==> config.mk <==
export PLATFORM = sky130hd
export DESIGN_NAME = load_merge
export DESIGN_NICKNAME = d
export VERILOG_FILES = /design/src/common/ls_pkg.sv /design/src/logic/load_merge.sv
export SDC_FILE = /design/constraint.sdc
export NUM_CORES = 1
export LEC_CHECK = 0
export ABC_AREA = 1
export BUFFER_PORTS_ARGS = -buffer_cell sky130_fd_sc_hd__buf_2
export CAP_MARGIN = 10
export CORE_ASPECT_RATIO = 0.7
export CORE_MARGIN = 3
export CORE_UTILIZATION = 48
export DETAILED_ROUTE_END_ITERATION = 10
export HOLD_SLACK_MARGIN = 0.03
export PLACE_DENSITY = 0.86
export SKIP_CTS_REPAIR_TIMING = 1
export SYNTH_ARGS = -nofsm -noshare
export SYNTH_HDL_FRONTEND = slang
export SYNTH_SLANG_ARGS = --single-unit
==> constraint.sdc <==
create_clock -name clock -period 3.4 [get_ports clock]
set_input_delay 0.68 -clock clock [delete_from_list [all_inputs] [get_ports clock]]
set_output_delay 0.68 -clock clock [all_outputs]
set_load 0.02 [all_outputs]
==> src/common/ls_pkg.sv <==
`default_nettype none

package ls_pkg;

	// datapath and address width
	localparam int xlen = 32;

	// I-type and S-type immediate width
	localparam int imm_width = 12;

	// destination tag of a memory op
	localparam int tag_width = 6;

	// store queue geometry
	localparam int sq_depth = 8;
	localparam int sq_idx_width = 3;

	// data memory geometry in words
	localparam int mem_words = 256;
	localparam int mem_idx_width = 8;

	// word index sits at address bits 9:2
	// bits above that alias, bits 1:0 are dropped

	// widen a 12-bit immediate to the full datapath width
	function automatic logic [xlen-1:0] sign_extend_imm(
		input logic [imm_width-1:0] imm
	);
		logic sign_bit;
		logic [xlen-1:0] wide;
		sign_bit = imm[imm_width-1];
		wide = {{(xlen - imm_width){sign_bit}}, imm};
		return wide;
	endfunction

endpackage

`default_nettype wire

==> src/logic/load_merge.sv <==
`timescale 1ns/1ps
`default_nettype none

module load_merge (
	input  logic                          clock,
	input  logic                          rst_n,
	input  logic                          release_valid,
	input  logic                          release_is_store,
	input  logic [ls_pkg::tag_width-1:0]  release_tag,
	input  logic                          fwd_hit,
	input  logic [ls_pkg::xlen-1:0]       fwd_data,
	input  logic [ls_pkg::xlen-1:0]       mem_data,
	output logic                          result_valid,
	output logic [ls_pkg::tag_width-1:0]  result_tag,
	output logic                          result_is_store,
	output logic [ls_pkg::xlen-1:0]       result_data
);

	import ls_pkg::*;

	// stage one travels beside the queue lookup and memory read
	logic                  s1_valid;
	logic                  s1_is_store;
	logic [tag_width-1:0]  s1_tag;
	logic [xlen-1:0]       merged;

	// store results carry no data
	assign merged = s1_is_store ? '0 : (fwd_hit ? fwd_data : mem_data);

	always_ff @(posedge clock or negedge rst_n) begin
		if (!rst_n) begin
			s1_valid     <= 1'b0;
			result_valid <= 1'b0;
		end else begin
			s1_valid     <= release_valid;
			result_valid <= s1_valid;
		end
	end

	always_ff @(posedge clock) begin
		if (release_valid) begin
			s1_is_store <= release_is_store;
			s1_tag      <= release_tag;
		end
		if (s1_valid) begin
			result_is_store <= s1_is_store;
			result_tag      <= s1_tag;
			result_data     <= merged;
		end
	end

endmodule

`default_nettype wire

==> results.py <==
metrics = {
    "power": {
        "p_per_area_nw_per_um2": 459,
        "swShare_pct": 23.6,
        "vdd_drop_max_mv": 0.360,
        "p_int_uw": 981,
        "p_seq_share_pct": 54.8,
        "leakagePower_nw": 1.53,
        "power_frac_clock_pct": 31.6,
        "p_comb_share_pct": 13.6,
        "switchingPower_uw": 302,
    },
    "die": {
        "pin_count": 115,
        "dieWidth_um": 85.6,
        "fp.dieH_um": 61.7,
        "die_area_um2": 5280,
        "rows": 19,
        "initial_core_util_pct": 52.1,
        "core_um2": 4090,
    },
    "synthesis": {
        "ys_top_cells_by_area": "edfxtp_1, nand2_1, nor2_1",
        "muxShareOfSynthArea_pct": 0,
        "synth_top_area_share_pct": 64.9,
        "syn_area_per_cell_um2": 9.72,
        "synth_adder_area_share_pct": 0,
        "synth_edf_count": 46,
        "yosysWarnings": 0,
        "synth_sequential_area_ratio_pct": 67.2,
        "async_flop_share_pct": 4.17,
        "syn_area_um2": 2130,
        "synth_simple_gate_area_share_pct": 22.6,
        "synth_top_family_by_area": "simple AND/OR/NAND/NOR gates",
        "synthCells": 219,
        "synth_xor_area_share_pct": 0,
        "ys_ff_latch": 48,
        "synth_common_cells": "nand2_1, nor2_1, edfxtp_1",
        "synth_compound_area_share_pct": 0,
        "ys.flop_type": "edfxtp_1",
        "syn_nets": 294,
        "yosys.area.top_type": "edfxtp_1",
        "synth_cell_types": 7,
    },
    "timing": {
        "hold_viol": 0,
        "slew_headroom_pct": 33.5,
        "fmax_mhz": 587,
        "drv_slew": 0,
        "grt_setup_unrepaired": "false",
        "worst_pin_slew_ns": 0.998,
        "tns_ns": 0,
        "post-route-min-period_ns": 1.70,
        "worst_slack_ns": 1.70,
        "final-setup-viol-count": 0,
        "fin_crit_sh_pct": 50.1,
        "finalClockSkew_ns": 0.00857,
    },
    "global_route": {
        "grt_antenna_before_repair": 0,
        "grt_pass1_vias": 1529,
        "gr-usage-all-layers_pct": 16.5,
        "grt_max_degree": 65,
        "grt_pass1_wl_mm": 6.64,
        "grt.overflow.total": 0,
    },
    "worst_hold_path": {
        "min_path_type": "in2async",
    },
    "cells_and_area": {
        "syn_to_final_growth_pct": 31.3,
        "fillCellCount": 342,
        "antenna_cells": 0,
        "finalNetCount": 406,
        "drive_above_1_share_pct": 37.0,
        "final_core_util_pct": 68.4,
        "stdcell_count": 384,
    },
    "drt": {
        "wl_mm": 4.39,
        "maxUsedRoutingLayer": "met4",
        "num_vias": 1738,
        "remaining_drc_errors": 0,
        "drtAntennaViolNets": 0,
        "wl_met1_mm": 1.72,
        "wl_met2_mm": 2.10,
        "wl_met3_um": 549,
        "routedWlPerCell_um": 11.4,
        "drtIter0Drc": 81,
        "firstDrtPassIters": 4,
        "viasPerCell": 4.53,
    },
    "clock_network": {
        "htreeDepth": 2,
        "clkSlewWorstSetupHoldPaths_ns": 0.09,
        "cts_tree": "built",
        "cts_made_buffers": 5,
        "clk_path_buf_depth": 2,
        "numClockSinks": 48,
        "insertion_delay_ns": 0.29,
        "cts_root_buf": "clkbuf_8",
    },
    "placed_design": {
        "post-place-cells": 376,
        "dp_hpwl_mm": 3.33,
        "numPortBuffers": 114,
        "place.gp.congestion": 0.776,
        "post-place-ws_ns": 1.38,
    },
    "setup_path": {
        "rr_worst_depth": 1,
        "crit_type": "in2reg",
        "startpoint_type": "input pin",
        "end_kind": "flop",
        "crit_fanout": 64,
        "critPathArrivalTime_ns": 1.75,
        "cp.required_ns": 3.45,
    },
    "flow_run": {
        "drv_cap": 0,
    },
    "outcome": {
        "outcome": "finished, final reports clean",
    },
}
==> per-layer routing <==
layer,up-vias,GRT usage [%]
met4,0,2.93
met5,-,0
met2,75,30.0
met3,2,7.25
li1,888,-
met1,773,18.7
==> registers in the layout, summed over array words and instances, names as in the netlist <==
name	flops
result_data	32
result_is_store	1
result_tag	6
result_valid	1
s1_is_store	1
s1_tag	6
s1_valid	1
==> metrics by stage <==
step                hold WS [ns]  power (mW)  area (um^2)
floorplan                  0.384       0.821         2130
global placement           0.402       0.886         2680
detailed placement         0.405       0.894         2680
CTS                        0.146        1.30         2800
global route               0.132        1.35         2800
finish                     0.153        1.28         2800
==> cells in the final DEF, fill, tap and decap left out <==
cell type	netlist	layout
nand2_1	64	64
buf_2	3	114
nor2_1	64	64
dfrtp_1	2	2
buf_4	0	1
clkinv_4	0	2
clkbuf_8	0	5
bufinv_16	0	1
inv_1	33	33
edfxtp_1	46	46
==> power groups by stage <==
stage,sequential [mW],combinational (mW),clock [mW]
floorplan,0.751,0.0703,0
global placement,0.715,0.171,0
detailed placement,0.717,0.177,0
CTS,0.703,0.177,0.417
global route,0.706,0.198,0.444
finish,0.703,0.175,0.406
==> worst paths after layout <==
kind,startpoint,endpoint,slack [ns]
setup / recovery,fwd_hit,result_data[2]$_SDFFCE_PP0P_,1.70
hold reg to reg,s1_tag[0]$_DFFE_PP_,result_tag[0]$_DFFE_PP_,0.43
min in group clock,s1_tag[0]$_DFFE_PP_,result_tag[0]$_DFFE_PP_,0.43
setup reg to reg,s1_valid$_DFF_PN0_,result_data[12]$_SDFFCE_PP0P_,1.70
hold / removal,rst_n,result_valid$_DFF_PN0_,0.15
max in group asynchronous,rst_n,s1_valid$_DFF_PN0_,3.16
==> cells by family (layout without fill, tap and decap cells) <==
kind of cell  Yosys count  in the layout
simple gates          128            128
buf+inv                43            156
flops                  48             48
==> critical path, stage by stage <==
cell and delay [ns]:
buf_2 0.75, nand2_1 0.15, nand2_1 0.11, nor2_1 0.06
==> final cells by class <==
class,instances,area [um^2],share of cell area [%]
multi-input cells,128,480,17.2
flip-flops and latches,48,1430,51.2
clock inverters,3,47.5,1.70
repair buffers,115,578,20.7
inverters,33,124,4.43
clock buffers,5,68.8,2.46
well taps,52,65.1,2.33
(Power assumes the default switching activity.)
