## src/common/ls_pkg.sv

```systemverilog
`default_nettype none

package ls_pkg;

	// datapath and address width
	localparam int xlen = 32;

	// I-type and S-type immediate width
	localparam int imm_width = 12;

	// destination tag of a memory op
	localparam int tag_width = 6;

	// store queue geometry
	localparam int sq_depth = 8;
	localparam int sq_idx_width = 3;

	// data memory geometry in words
	localparam int mem_words = 256;
	localparam int mem_idx_width = 8;

	// word index sits at address bits 9:2
	// bits above that alias, bits 1:0 are dropped

	// widen a 12-bit immediate to the full datapath width
	function automatic logic [xlen-1:0] sign_extend_imm(
		input logic [imm_width-1:0] imm
	);
		logic sign_bit;
		logic [xlen-1:0] wide;
		sign_bit = imm[imm_width-1];
		wide = {{(xlen - imm_width){sign_bit}}, imm};
		return wide;
	endfunction

endpackage

`default_nettype wire

```

## src/logic/ls_issue_slot.sv

```systemverilog
`timescale 1ns/1ps
`default_nettype none

module ls_issue_slot (
	input  logic                          clock,
	input  logic                          rst_n,
	input  logic                          issue_valid,
	input  logic                          issue_is_store,
	input  logic [ls_pkg::xlen-1:0]       issue_base,
	input  logic [ls_pkg::imm_width-1:0]  issue_imm,
	input  logic [ls_pkg::xlen-1:0]       issue_store_data,
	input  logic [ls_pkg::tag_width-1:0]  issue_tag,
	input  logic                          sq_full,
	input  logic                          squash,
	output logic                          issue_ready,
	output logic                          release_valid,
	output logic                          release_is_store,
	output logic [ls_pkg::xlen-1:0]       release_addr,
	output logic [ls_pkg::xlen-1:0]       release_data,
	output logic [ls_pkg::tag_width-1:0]  release_tag
);

	import ls_pkg::*;

	// held operation
	logic                  held_valid;
	logic                  held_is_store;
	logic [xlen-1:0]       held_base;
	logic [imm_width-1:0]  held_imm;
	logic [xlen-1:0]       held_data;
	logic [tag_width-1:0]  held_tag;

	logic                  accept;
	logic                  store_blocked;

	// a store waits while the queue has no room
	assign store_blocked = held_is_store && sq_full;

	// loads go out in their first held cycle
	// squash kills the release in the same cycle
	assign release_valid = held_valid && !squash && !store_blocked;

	// slot can refill in the cycle it empties
	assign issue_ready = !held_valid || release_valid;

	assign accept = issue_valid && issue_ready;

	// effective address from base plus sign-extended offset
	assign release_addr     = held_base + sign_extend_imm(held_imm);
	assign release_is_store = held_is_store;
	assign release_data     = held_data;
	assign release_tag      = held_tag;

	// occupancy of the slot
	always_ff @(posedge clock or negedge rst_n) begin
		if (!rst_n) begin
			held_valid <= 1'b0;
		end else if (squash) begin
			held_valid <= 1'b0;
		end else if (accept) begin
			held_valid <= 1'b1;
		end else if (release_valid) begin
			held_valid <= 1'b0;
		end
	end

	// operands only move on acceptance
	always_ff @(posedge clock) begin
		if (accept) begin
			held_is_store <= issue_is_store;
			held_base     <= issue_base;
			held_imm      <= issue_imm;
			held_data     <= issue_store_data;
			held_tag      <= issue_tag;
		end
	end

endmodule

`default_nettype wire

```

## config.mk

```make
export PLATFORM = sky130hd
export DESIGN_NAME = ls_issue_slot
export DESIGN_NICKNAME = d
export VERILOG_FILES = /design/src/common/ls_pkg.sv /design/src/logic/ls_issue_slot.sv
export SDC_FILE = /design/constraint.sdc
export NUM_CORES = 1
export LEC_CHECK = 0
export BUFFER_PORTS_ARGS = -buffer_cell sky130_fd_sc_hd__buf_2
export CORE_MARGIN = 2
export CORE_UTILIZATION = 54
export CTS_CLUSTER_DIAMETER = 150
export DETAILED_ROUTE_END_ITERATION = 10
export GPL_TIMING_DRIVEN = 0
export PLACE_DENSITY = 0.95
export SYNTH_ARGS = -nofsm -noshare
export SYNTH_HDL_FRONTEND = slang
export SYNTH_SLANG_ARGS = --single-unit
```

## constraint.sdc

```tcl
create_clock -name clock -period 5.6 [get_ports clock]
set_input_delay 0.56 -clock clock [delete_from_list [all_inputs] [get_ports clock]]
set_output_delay 0.56 -clock clock [all_outputs]
set_load 0.005 [all_outputs]
```

==> impl_metrics.tcl <==
set metrics [dict create \
    first_global_vias 3589 \
    yosysWarnings 0 \
    ys.flop_type "edfxtp_1" \
    fp.dieH_um 96.3 \
    finalNetCount 658 \
    post_cts_buffers 0 \
    status "finished, final reports clean" \
    crit_path_start_kind "flip-flop" \
    wl_mm 10.7 \
    cts_buffers 9 \
    holdCritStartpoint "issue_store_data[0]" \
    cp-end-kind "output pin" \
    die_w_um 96.3 \
    fmax_ghz 0.250 \
    synthesis.area_um2 4600 \
    whs_path_depth 1 \
    num_vias 3726 \
    drv_slew 0 \
    grt_overflow 0 \
    r2r_slack_ns 3.73 \
    synth-seq-cells 84 \
    antenna_found_initial 0 \
    row_count 33 \
    syn_nets 485 \
    gp_congestion 0.903 \
    ctsHoldBuffers 1 \
    track_usage_pct 23.1 \
    io_buffers 160 \
    p_leak_nw 2.49 \
    hold_path_class "in2reg" \
    powerDensity_nw_per_um2 274 \
    cts_tree "built" \
    min_to "release_data[0]$_DFFE_PP_" \
    antenna_cells 0 \
    fillers 579 \
    grt_max_degree 72 \
    timing.rr.end "held_base[30]$_DFFE_PP_" \
    finalCritPeriodShare_pct 71.4 \
    routedWlPerCell_um 16.4 \
    p_total_mw 1.58 \
    syn_to_final_growth_pct 25.4 \
    core_um2 8220 \
    vias_per_cell 5.75 \
    rsz0062_at_grt "false" \
    hpwlAfterDp_mm 7.91 \
    worstPathArrival_ns 3.44 \
    clk_path_buf_depth 2 \
    final-hold-violation-count 0 \
    ys_types 68 \
    finClkSkew_ns 0.0135 \
    grt_pass1_wl_mm 16.3 \
    min_period_ns 4.00 \
    initial_utilization_pct 55.9 \
    crit_required_ns 5.04 \
    clkSinkCount 84 \
    setup.worst_path.class "reg2out" \
    avgSynthCellArea_um2 12.6 \
    root_buffer "clkbuf_8" \
    synth_edf_count 83 \
    clock_latency_ns 0.36 \
    finalSetupViolCount 0 \
    r2r_start "release_is_store$_DFFE_PP_" \
    clkSlewWorstSetupHoldPaths_ns 0.10 \
    fin_tns_setup_ns 0 \
    syn_inst 365 \
    worstMarginPinSlew_ns 0.823 \
    cap_viol_max_count 0 \
    critPathMaxFanout 21 \
    drt_first_pass_iters 5 \
    peakVddDrop_mv 0.173 \
    drc 0 \
    die-area_um2 9260 \
    detail-route-antenna-nets 0 \
    yosysSeqAreaShare_pct 54.8 \
    drive_gt1_share_pct 36.3 \
    ios 161 \
    synthArstFlopShare_pct 1.19 \
    slew-limit-headroom_pct 45.1 \
    r2r_cells 4 \
    drt_iter0_markers 275 \
    htreeDepth 3 \
    cts_resized 0 \
]
placed cells by master, fill, tap and decap left out, types with 2 or more instances in the layout:
cell type and instances:
edfxtp_1 83, a41oi_1 2, a21o_1 14, clkbuf_1 5, inv_1 13, a311oi_1 2, xor2_1 10, nand3_1 8
o31a_1 2, buf_2 160, nand4_1 5, nor2b_1 3, o21bai_1 3, clkbuf_8 10, o21ai_1 3, and2_1 2
o21a_1 4, xnor2_1 13, ha_1 31, a21oi_1 29, o211ai_1 5, nand2b_1 5, nand2_1 20, a211o_1 3
and4_1 5, nor3_1 4, nor2_1 20, o21a_2 3, inv_6 3, mux2i_1 4, buf_4 2, a2111oi_0 2
a31oi_1 2, o21ai_0 11, and3_1 2, or4_1 2, a211oi_1 7, or2_1 2
report_power, final:
part,internal [mW],switching (mW),leakage (nW)
Clock,0.182,0.238,0.100
Sequential,0.736,0.0137,0.806
Combinational,0.186,0.222,1.59
Total,1.10,0.474,2.49
worst max path at each step:
stage	start	end	slack, ns
floorplan	sq_full	held_base[0]$_DFFE_PP_	2.16
finish	held_imm[11]$_DFFE_PP_	release_addr[30]	1.60
global route	held_imm[11]$_DFFE_PP_	release_addr[30]	1.42
global placement	sq_full	held_base[26]$_DFFE_PP_	1.57
detailed placement	held_imm[11]$_DFFE_PP_	release_addr[30]	1.98
CTS	held_imm[11]$_DFFE_PP_	release_addr[30]	1.60
cell usage after synthesis, types with 7 or more instances:
cell	instances	area share (%)
a211oi_1	7	1.1
a21o_1	14	2.3
a21oi_1	29	3.2
edfxtp_1	83	54
ha_1	31	8.4
inv_1	13	1.1
nand2_1	20	1.6
nand3_1	8	0.87
nor2_1	20	1.6
o21ai_0	11	1.2
xnor2_1	13	2.5
xor2_1	10	1.9
sequential cells by signal, summed over array words and instances, names as in the netlist:
name              flops
held_base            32
held_imm             12
held_valid            1
release_data         32
release_is_store      1
release_tag           6
area by class of cell:
cell class / instances / area (um2) / share of cell area (%)
Buffer: 10 / 85.1 / 1.48
Clock buffer: 10 / 138 / 2.39
Clock inverter: 6 / 56.3 / 0.977
Tap cell: 105 / 131 / 2.28
Multi-Input combinational cell: 258 / 1950 / 33.8
Timing Repair Buffer: 162 / 838 / 14.5
Inverter: 13 / 48.8 / 0.847
Sequential cell: 84 / 2520 / 43.7
routing by layer:
layer  up-vias  wire length (um)  global-route usage [%]
met5         -                 0                       0
met4         0               203                    7.26
met3        20               720                    5.48
met2       164              5470                    40.6
met1      1760              4260                    27.8
li1       1782                 -                       -
logic make-up (layout without fill, tap and decap cells):
logic type,count (synthesis),after routing,share of synthesized area (%)
fa+ha+maj,32,32,8.88
simple gates,89,89,10.6
xor+xnor,23,23,4.38
compound gates,109,109,17.4
flops,84,84,54.8
buf+inv,23,201,2.91
mux,5,5,1.12
critical path: stages (launching register included):
cell	delay (ns)
edfxtp_1	0.89
ha_1	0.45
a21o_1	0.22
a211o_1	0.34
o311ai_4	0.30
o221ai_2	0.18
or4_1	0.49
nand4_1	0.09
buf_2	0.12
stage by stage:
stage	hold slack [ns]	instance area (um2)	setup slack, ns	std cells	util (%)
floorplan	0.264	4600	2.16	365	-
global placement	0.336	5530	1.57	630	67.3
detailed placement	0.338	5560	1.98	631	67.6
CTS	0.348	5760	1.60	648	70.1
global route	0.343	5760	1.42	648	70.1
finish	0.363	5760	1.60	648	70.1
No activity file was read; power rests on OpenSTA's default activity.
