<file path="config.mk">
export PLATFORM = sky130hd
export DESIGN_NAME = store_queue
export DESIGN_NICKNAME = d
export VERILOG_FILES = /design/src/common/ls_pkg.sv /design/src/store_queue/store_queue.sv
export SDC_FILE = /design/constraint.sdc
export NUM_CORES = 2
export LEC_CHECK = 0
export ABC_AREA = 1
export BUFFER_PORTS_ARGS = -buffer_cell sky130_fd_sc_hd__buf_2
export CORE_MARGIN = 2
export CORE_UTILIZATION = 30
export CTS_BUF_LIST = sky130_fd_sc_hd__clkbuf_4 sky130_fd_sc_hd__clkbuf_8
export CTS_CLUSTER_DIAMETER = 150
export DETAILED_ROUTE_END_ITERATION = 8
export SYNTH_ARGS = -nofsm -noshare
export SYNTH_HDL_FRONTEND = slang
export SYNTH_SLANG_ARGS = --single-unit
</file>
<file path="constraint.sdc">
create_clock -name clock -period 5.5 [get_ports clock]
set_input_delay 0.275 -clock clock [delete_from_list [all_inputs] [get_ports clock]]
set_output_delay 0.275 -clock clock [all_outputs]
set_load 0.02 [all_outputs]
</file>
<file path="src/common/ls_pkg.sv">
`default_nettype none

package ls_pkg;

	// datapath and address width
	localparam int xlen = 32;

	// I-type and S-type immediate width
	localparam int imm_width = 12;

	// destination tag of a memory op
	localparam int tag_width = 6;

	// store queue geometry
	localparam int sq_depth = 8;
	localparam int sq_idx_width = 3;

	// data memory geometry in words
	localparam int mem_words = 256;
	localparam int mem_idx_width = 8;

	// word index sits at address bits 9:2
	// bits above that alias, bits 1:0 are dropped

	// widen a 12-bit immediate to the full datapath width
	function automatic logic [xlen-1:0] sign_extend_imm(
		input logic [imm_width-1:0] imm
	);
		logic sign_bit;
		logic [xlen-1:0] wide;
		sign_bit = imm[imm_width-1];
		wide = {{(xlen - imm_width){sign_bit}}, imm};
		return wide;
	endfunction

endpackage

`default_nettype wire

</file>
<file path="src/store_queue/store_queue.sv">
`timescale 1ns/1ps
`default_nettype none

module store_queue (
	input  logic                     clock,
	input  logic                     rst_n,
	input  logic                     alloc,
	input  logic [ls_pkg::xlen-1:0]  alloc_addr,
	input  logic [ls_pkg::xlen-1:0]  alloc_data,
	input  logic                     lookup,
	input  logic [ls_pkg::xlen-1:0]  lookup_addr,
	input  logic                     commit,
	input  logic                     squash,
	output logic                     full,
	output logic                     fwd_hit,
	output logic [ls_pkg::xlen-1:0]  fwd_data,
	output logic                     drain_valid,
	output logic [ls_pkg::xlen-1:0]  drain_addr,
	output logic [ls_pkg::xlen-1:0]  drain_data
);

	import ls_pkg::*;

	// entry storage
	logic [sq_depth-1:0]       entry_valid;
	logic [xlen-1:0]           entry_addr [sq_depth];
	logic [xlen-1:0]           entry_data [sq_depth];

	// circular buffer bookkeeping
	logic [sq_idx_width-1:0]   head;
	logic [sq_idx_width-1:0]   tail;
	logic [sq_idx_width:0]     count;

	logic                      pop;
	logic [mem_idx_width-1:0]  lookup_word;
	logic                      scan_hit;
	logic [xlen-1:0]           scan_data;

	assign full = (count == sq_depth);

	// oldest store leaves on each commit pulse
	assign pop = commit && (count != '0);

	assign drain_valid = pop;
	assign drain_addr  = entry_addr[head];
	assign drain_data  = entry_data[head];

	assign lookup_word = lookup_addr[mem_idx_width+1:2];

	// walk back from the newest entry, first match is the youngest
	// the head being drained is still valid here, so it forwards too
	always_comb begin
		logic [sq_idx_width-1:0] idx;
		scan_hit  = 1'b0;
		scan_data = '0;
		idx       = tail;
		for (int i = 1; i <= sq_depth; i++) begin
			idx = tail - sq_idx_width'(i);
			if (!scan_hit && entry_valid[idx] &&
					entry_addr[idx][mem_idx_width+1:2] == lookup_word) begin
				scan_hit  = 1'b1;
				scan_data = entry_data[idx];
			end
		end
	end

	// pointers, count and valid bits
	always_ff @(posedge clock or negedge rst_n) begin
		if (!rst_n) begin
			head        <= '0;
			tail        <= '0;
			count       <= '0;
			entry_valid <= '0;
		end else if (squash) begin
			// drop every uncommitted store
			head        <= '0;
			tail        <= '0;
			count       <= '0;
			entry_valid <= '0;
		end else begin
			if (alloc) begin
				entry_valid[tail] <= 1'b1;
				tail              <= tail + 1'b1;
			end
			if (pop) begin
				entry_valid[head] <= 1'b0;
				head              <= head + 1'b1;
			end
			case ({alloc, pop})
				2'b10:   count <= count + 1'b1;
				2'b01:   count <= count - 1'b1;
				default: count <= count;
			endcase
		end
	end

	// address and data written at the tail
	always_ff @(posedge clock) begin
		if (alloc) begin
			entry_addr[tail] <= alloc_addr;
			entry_data[tail] <= alloc_data;
		end
	end

	// forwarding result, one cycle after the load release
	always_ff @(posedge clock or negedge rst_n) begin
		if (!rst_n) begin
			fwd_hit <= 1'b0;
		end else begin
			fwd_hit <= lookup && scan_hit;
		end
	end

	always_ff @(posedge clock) begin
		if (lookup) begin
			fwd_data <= scan_data;
		end
	end

endmodule

`default_nettype wire

</file>
==> metrics.yaml <==
core_area_um2: 116000
period_needed_ps: 4680
fin_nets: 4578
cts_buffers: 88
min_path_type: "primary input to async pin"
async_flop_share: 0.0337
worstPathMaxFanout: 46
reg2reg_depth: 16
overflow: 0
hold_viol: 0
wl_per_cell_um: 20.7
dr.first_iter.drc_count: 3149
crit_type: "register to register"
synth.mux.area_fraction: 0.0258
ant_nets: 0
rsz0062_at_grt: "no"
via_count: 32200
synthAdderAreaFrac: 0.00380
dieArea_um2: 119000
ys_warn_count: 0
p_switching_mw: 4.58
initial_core_util: 0.301
drive_gt1_frac: 0.0974
syn_inst: 4355
synth_edf_count: 544
place.gp.congestion: 0.958
cpPeakStageDelay_ps: 770
critPathSlowestCell: "dfrtp_4"
area_growth_pct: 13.8
synth_compound_area_frac: 0.146
synth-xor-area-share: 0.00524
synth_top_family_by_area: "simple AND/OR/NAND/NOR gates"
post_cts_resized: 0
syn-num-nets: 4467
worstPathRequired_ps: 6070
drc_errors: 0
antenna_found_initial: 18
grt_max_degree: 212
vias_per_cell: 5.31
mappedNetlistArea_um2: 34900
dpl_cell_area_um2: 37100
p_comb_frac: 0.307
p_leak_nw: 16.0
io_buffers: 176
grtUsageTotal: 0.206
reg2reg_from: "tail[0]"
yosysTopAreaCell: "edfxtp_1"
cpMostUsedCell: "nand2_1"
status: "completed"
layout_common_cells: "1203 x nand2_1, 625 x o21ai_0, 572 x nand3_1"
power_density_nw_per_um2: 313
cts_sinks: 563
postCtsSetupBuffers: 0
yosys.area_share.simple: 0.256
whs_ps: 59.9
root_buffer: "clkbuf_8"
grt_pass1_wl_um: 184000
synth_area_leaders: "edfxtp_1 47%, nand2_1 13%, o21ai_0 9.0%, nand3_1 8.2%, inv_1 4.0%"
r2r_end: "fwd_data[2]"
die_h_um: 345
worstPathArrival_ps: 5250
avgSynthCellArea_um2: 8.00
setup.worst_path.start_class: "register"
cts_hold_buffers: 67
htree_levels: 3
setup.worst_path.end_class: "register"
maxSlewHeadroom: 0.239
ys.flop_type: "edfxtp_1"
switching_share: 0.369
internal-power_mw: 7.84
synth-seq-cells: 563
clock_latency_ps: 750
fmax_mhz: 214
dp_hpwl_um: 78300
synth_top_cell_area_share: 0.469
grt_pass1_vias: 29900
peakVddDrop_uv: 199
cts_tree: "built"
tightest_slew_ps: 1130
fin_tns_setup_ps: 0
p_clk_frac: 0.297
final_common_cell: "nand2_1"
rrSetupSlack_ps: 820
ys_seq_area_frac: 0.482
setup-violations-final: 0
cap_viol_max_count: 0
die_w_um: 345
clk_pin_slew_ps: 60
drt_pass1_iterations: 8
p_seq_frac: 0.395
wirelength_um: 125000
top_level_ports: 201
min_period_over_period: 0.851
cts_buffer_depth: 3
netlist-cell-type-count: 50
num_rows: 125
path_cells: "ha_1 > xor2_2 > nand3_1 > nand2_1 > xor2_1 > nor2_1 > nand2_1 > inv_2 > nand2_2 > nand3_4 > nor2_4 > nand4_2 > nor2_4 > buf_4 > nand2_1 > nand3_1"
skew_ps: 33.1
final_area_um2: 39700
slew_viol_final: 0
## flip-flops by register name, summed over array words and instances, names as in the netlist
signal,flops
fwd_data,32
fwd_hit,1
entry_addr,256
entry_valid,8
head,3
count,4
entry_data,256
tail,3
## synth_stat cells, drive strengths merged, types with 9 or more instances
library cell  count
nor3             11
a22oi            63
o2111ai          14
ha                9
buf             154
xor2             19
mux2i            90
dfrtp            19
inv             377
edfxtp          544
a22o             21
o22ai            47
a221oi           57
a21oi            30
nand3           577
o21ai           652
clkbuf          145
nand4            83
nand2          1206
nor2            199
## per-layer routing
metal  part of all wire  GRT usage
met3              0.085     0.0335
met1               0.41      0.263
met2               0.46      0.339
met4              0.043     0.0979
met5            0.00057          0
## worst max-delay path by stage
stage / end / from / slack (ps)
final: fwd_data[2] / tail[0] / 820
after global routing: fwd_data[2] / tail[0] / 700
after CTS: fwd_data[2] / tail[0] / 870
after detailed placement: fwd_data[2] / tail[0] / 910
after global placement: fwd_data[14] / tail[0] / 970
after floorplan: entry_valid[0] / tail[1] / 490
## worst max-delay path: cells and delay by family, from the launching register on
family                     cells  cell delay, ps
and+or+nand+nor               11            1820
xor gates and xnor gates       2             950
DFF                            1             770
buffers and inverters          2             500
adders and majority gates      1             360
## through the flow
| stage | cells | utilization | power [mW] | setup WS (ps) |
|---|---|---|---|---|
| global placement | 5833 | 0.321 | 8.72 | 974 |
| floorplan | 4355 | - | 7.36 | 491 |
| global route | 6065 | 0.343 | 13.0 | 698 |
| finish | 6067 | 0.343 | 12.4 | 817 |
| CTS | 6060 | 0.343 | 12.5 | 875 |
| detailed placement | 5833 | 0.321 | 8.75 | 905 |
## kinds of logic after synthesis
group | after synthesis
flops | 563
fa+ha+maj | 10
simple gates | 2090
xor+xnor | 20
mux | 90
compound gates | 899
buf+inv | 683
## power by group through the flow
stage	sequential, mW	clock [mW]	combinational, mW
finish	4.91	3.69	3.82
global route	4.92	3.96	4.16
CTS	4.91	3.79	3.80
detailed placement	5.00	0	3.75
global placement	5.00	0	3.72
floorplan	4.98	0	2.38
## layout make-up
cell class	count	area (um2)
Antenna cell	7	17.5
Inverter	384	1450
Fill cell	12000	76100
Multi-Input combinational cell	3109	15400
Clock inverter	48	425
Tap cell	1524	1910
Timing Repair Buffer	320	2240
Sequential cell	563	16800
Clock buffer	112	1410
Power figures use the tool's default switching activity.
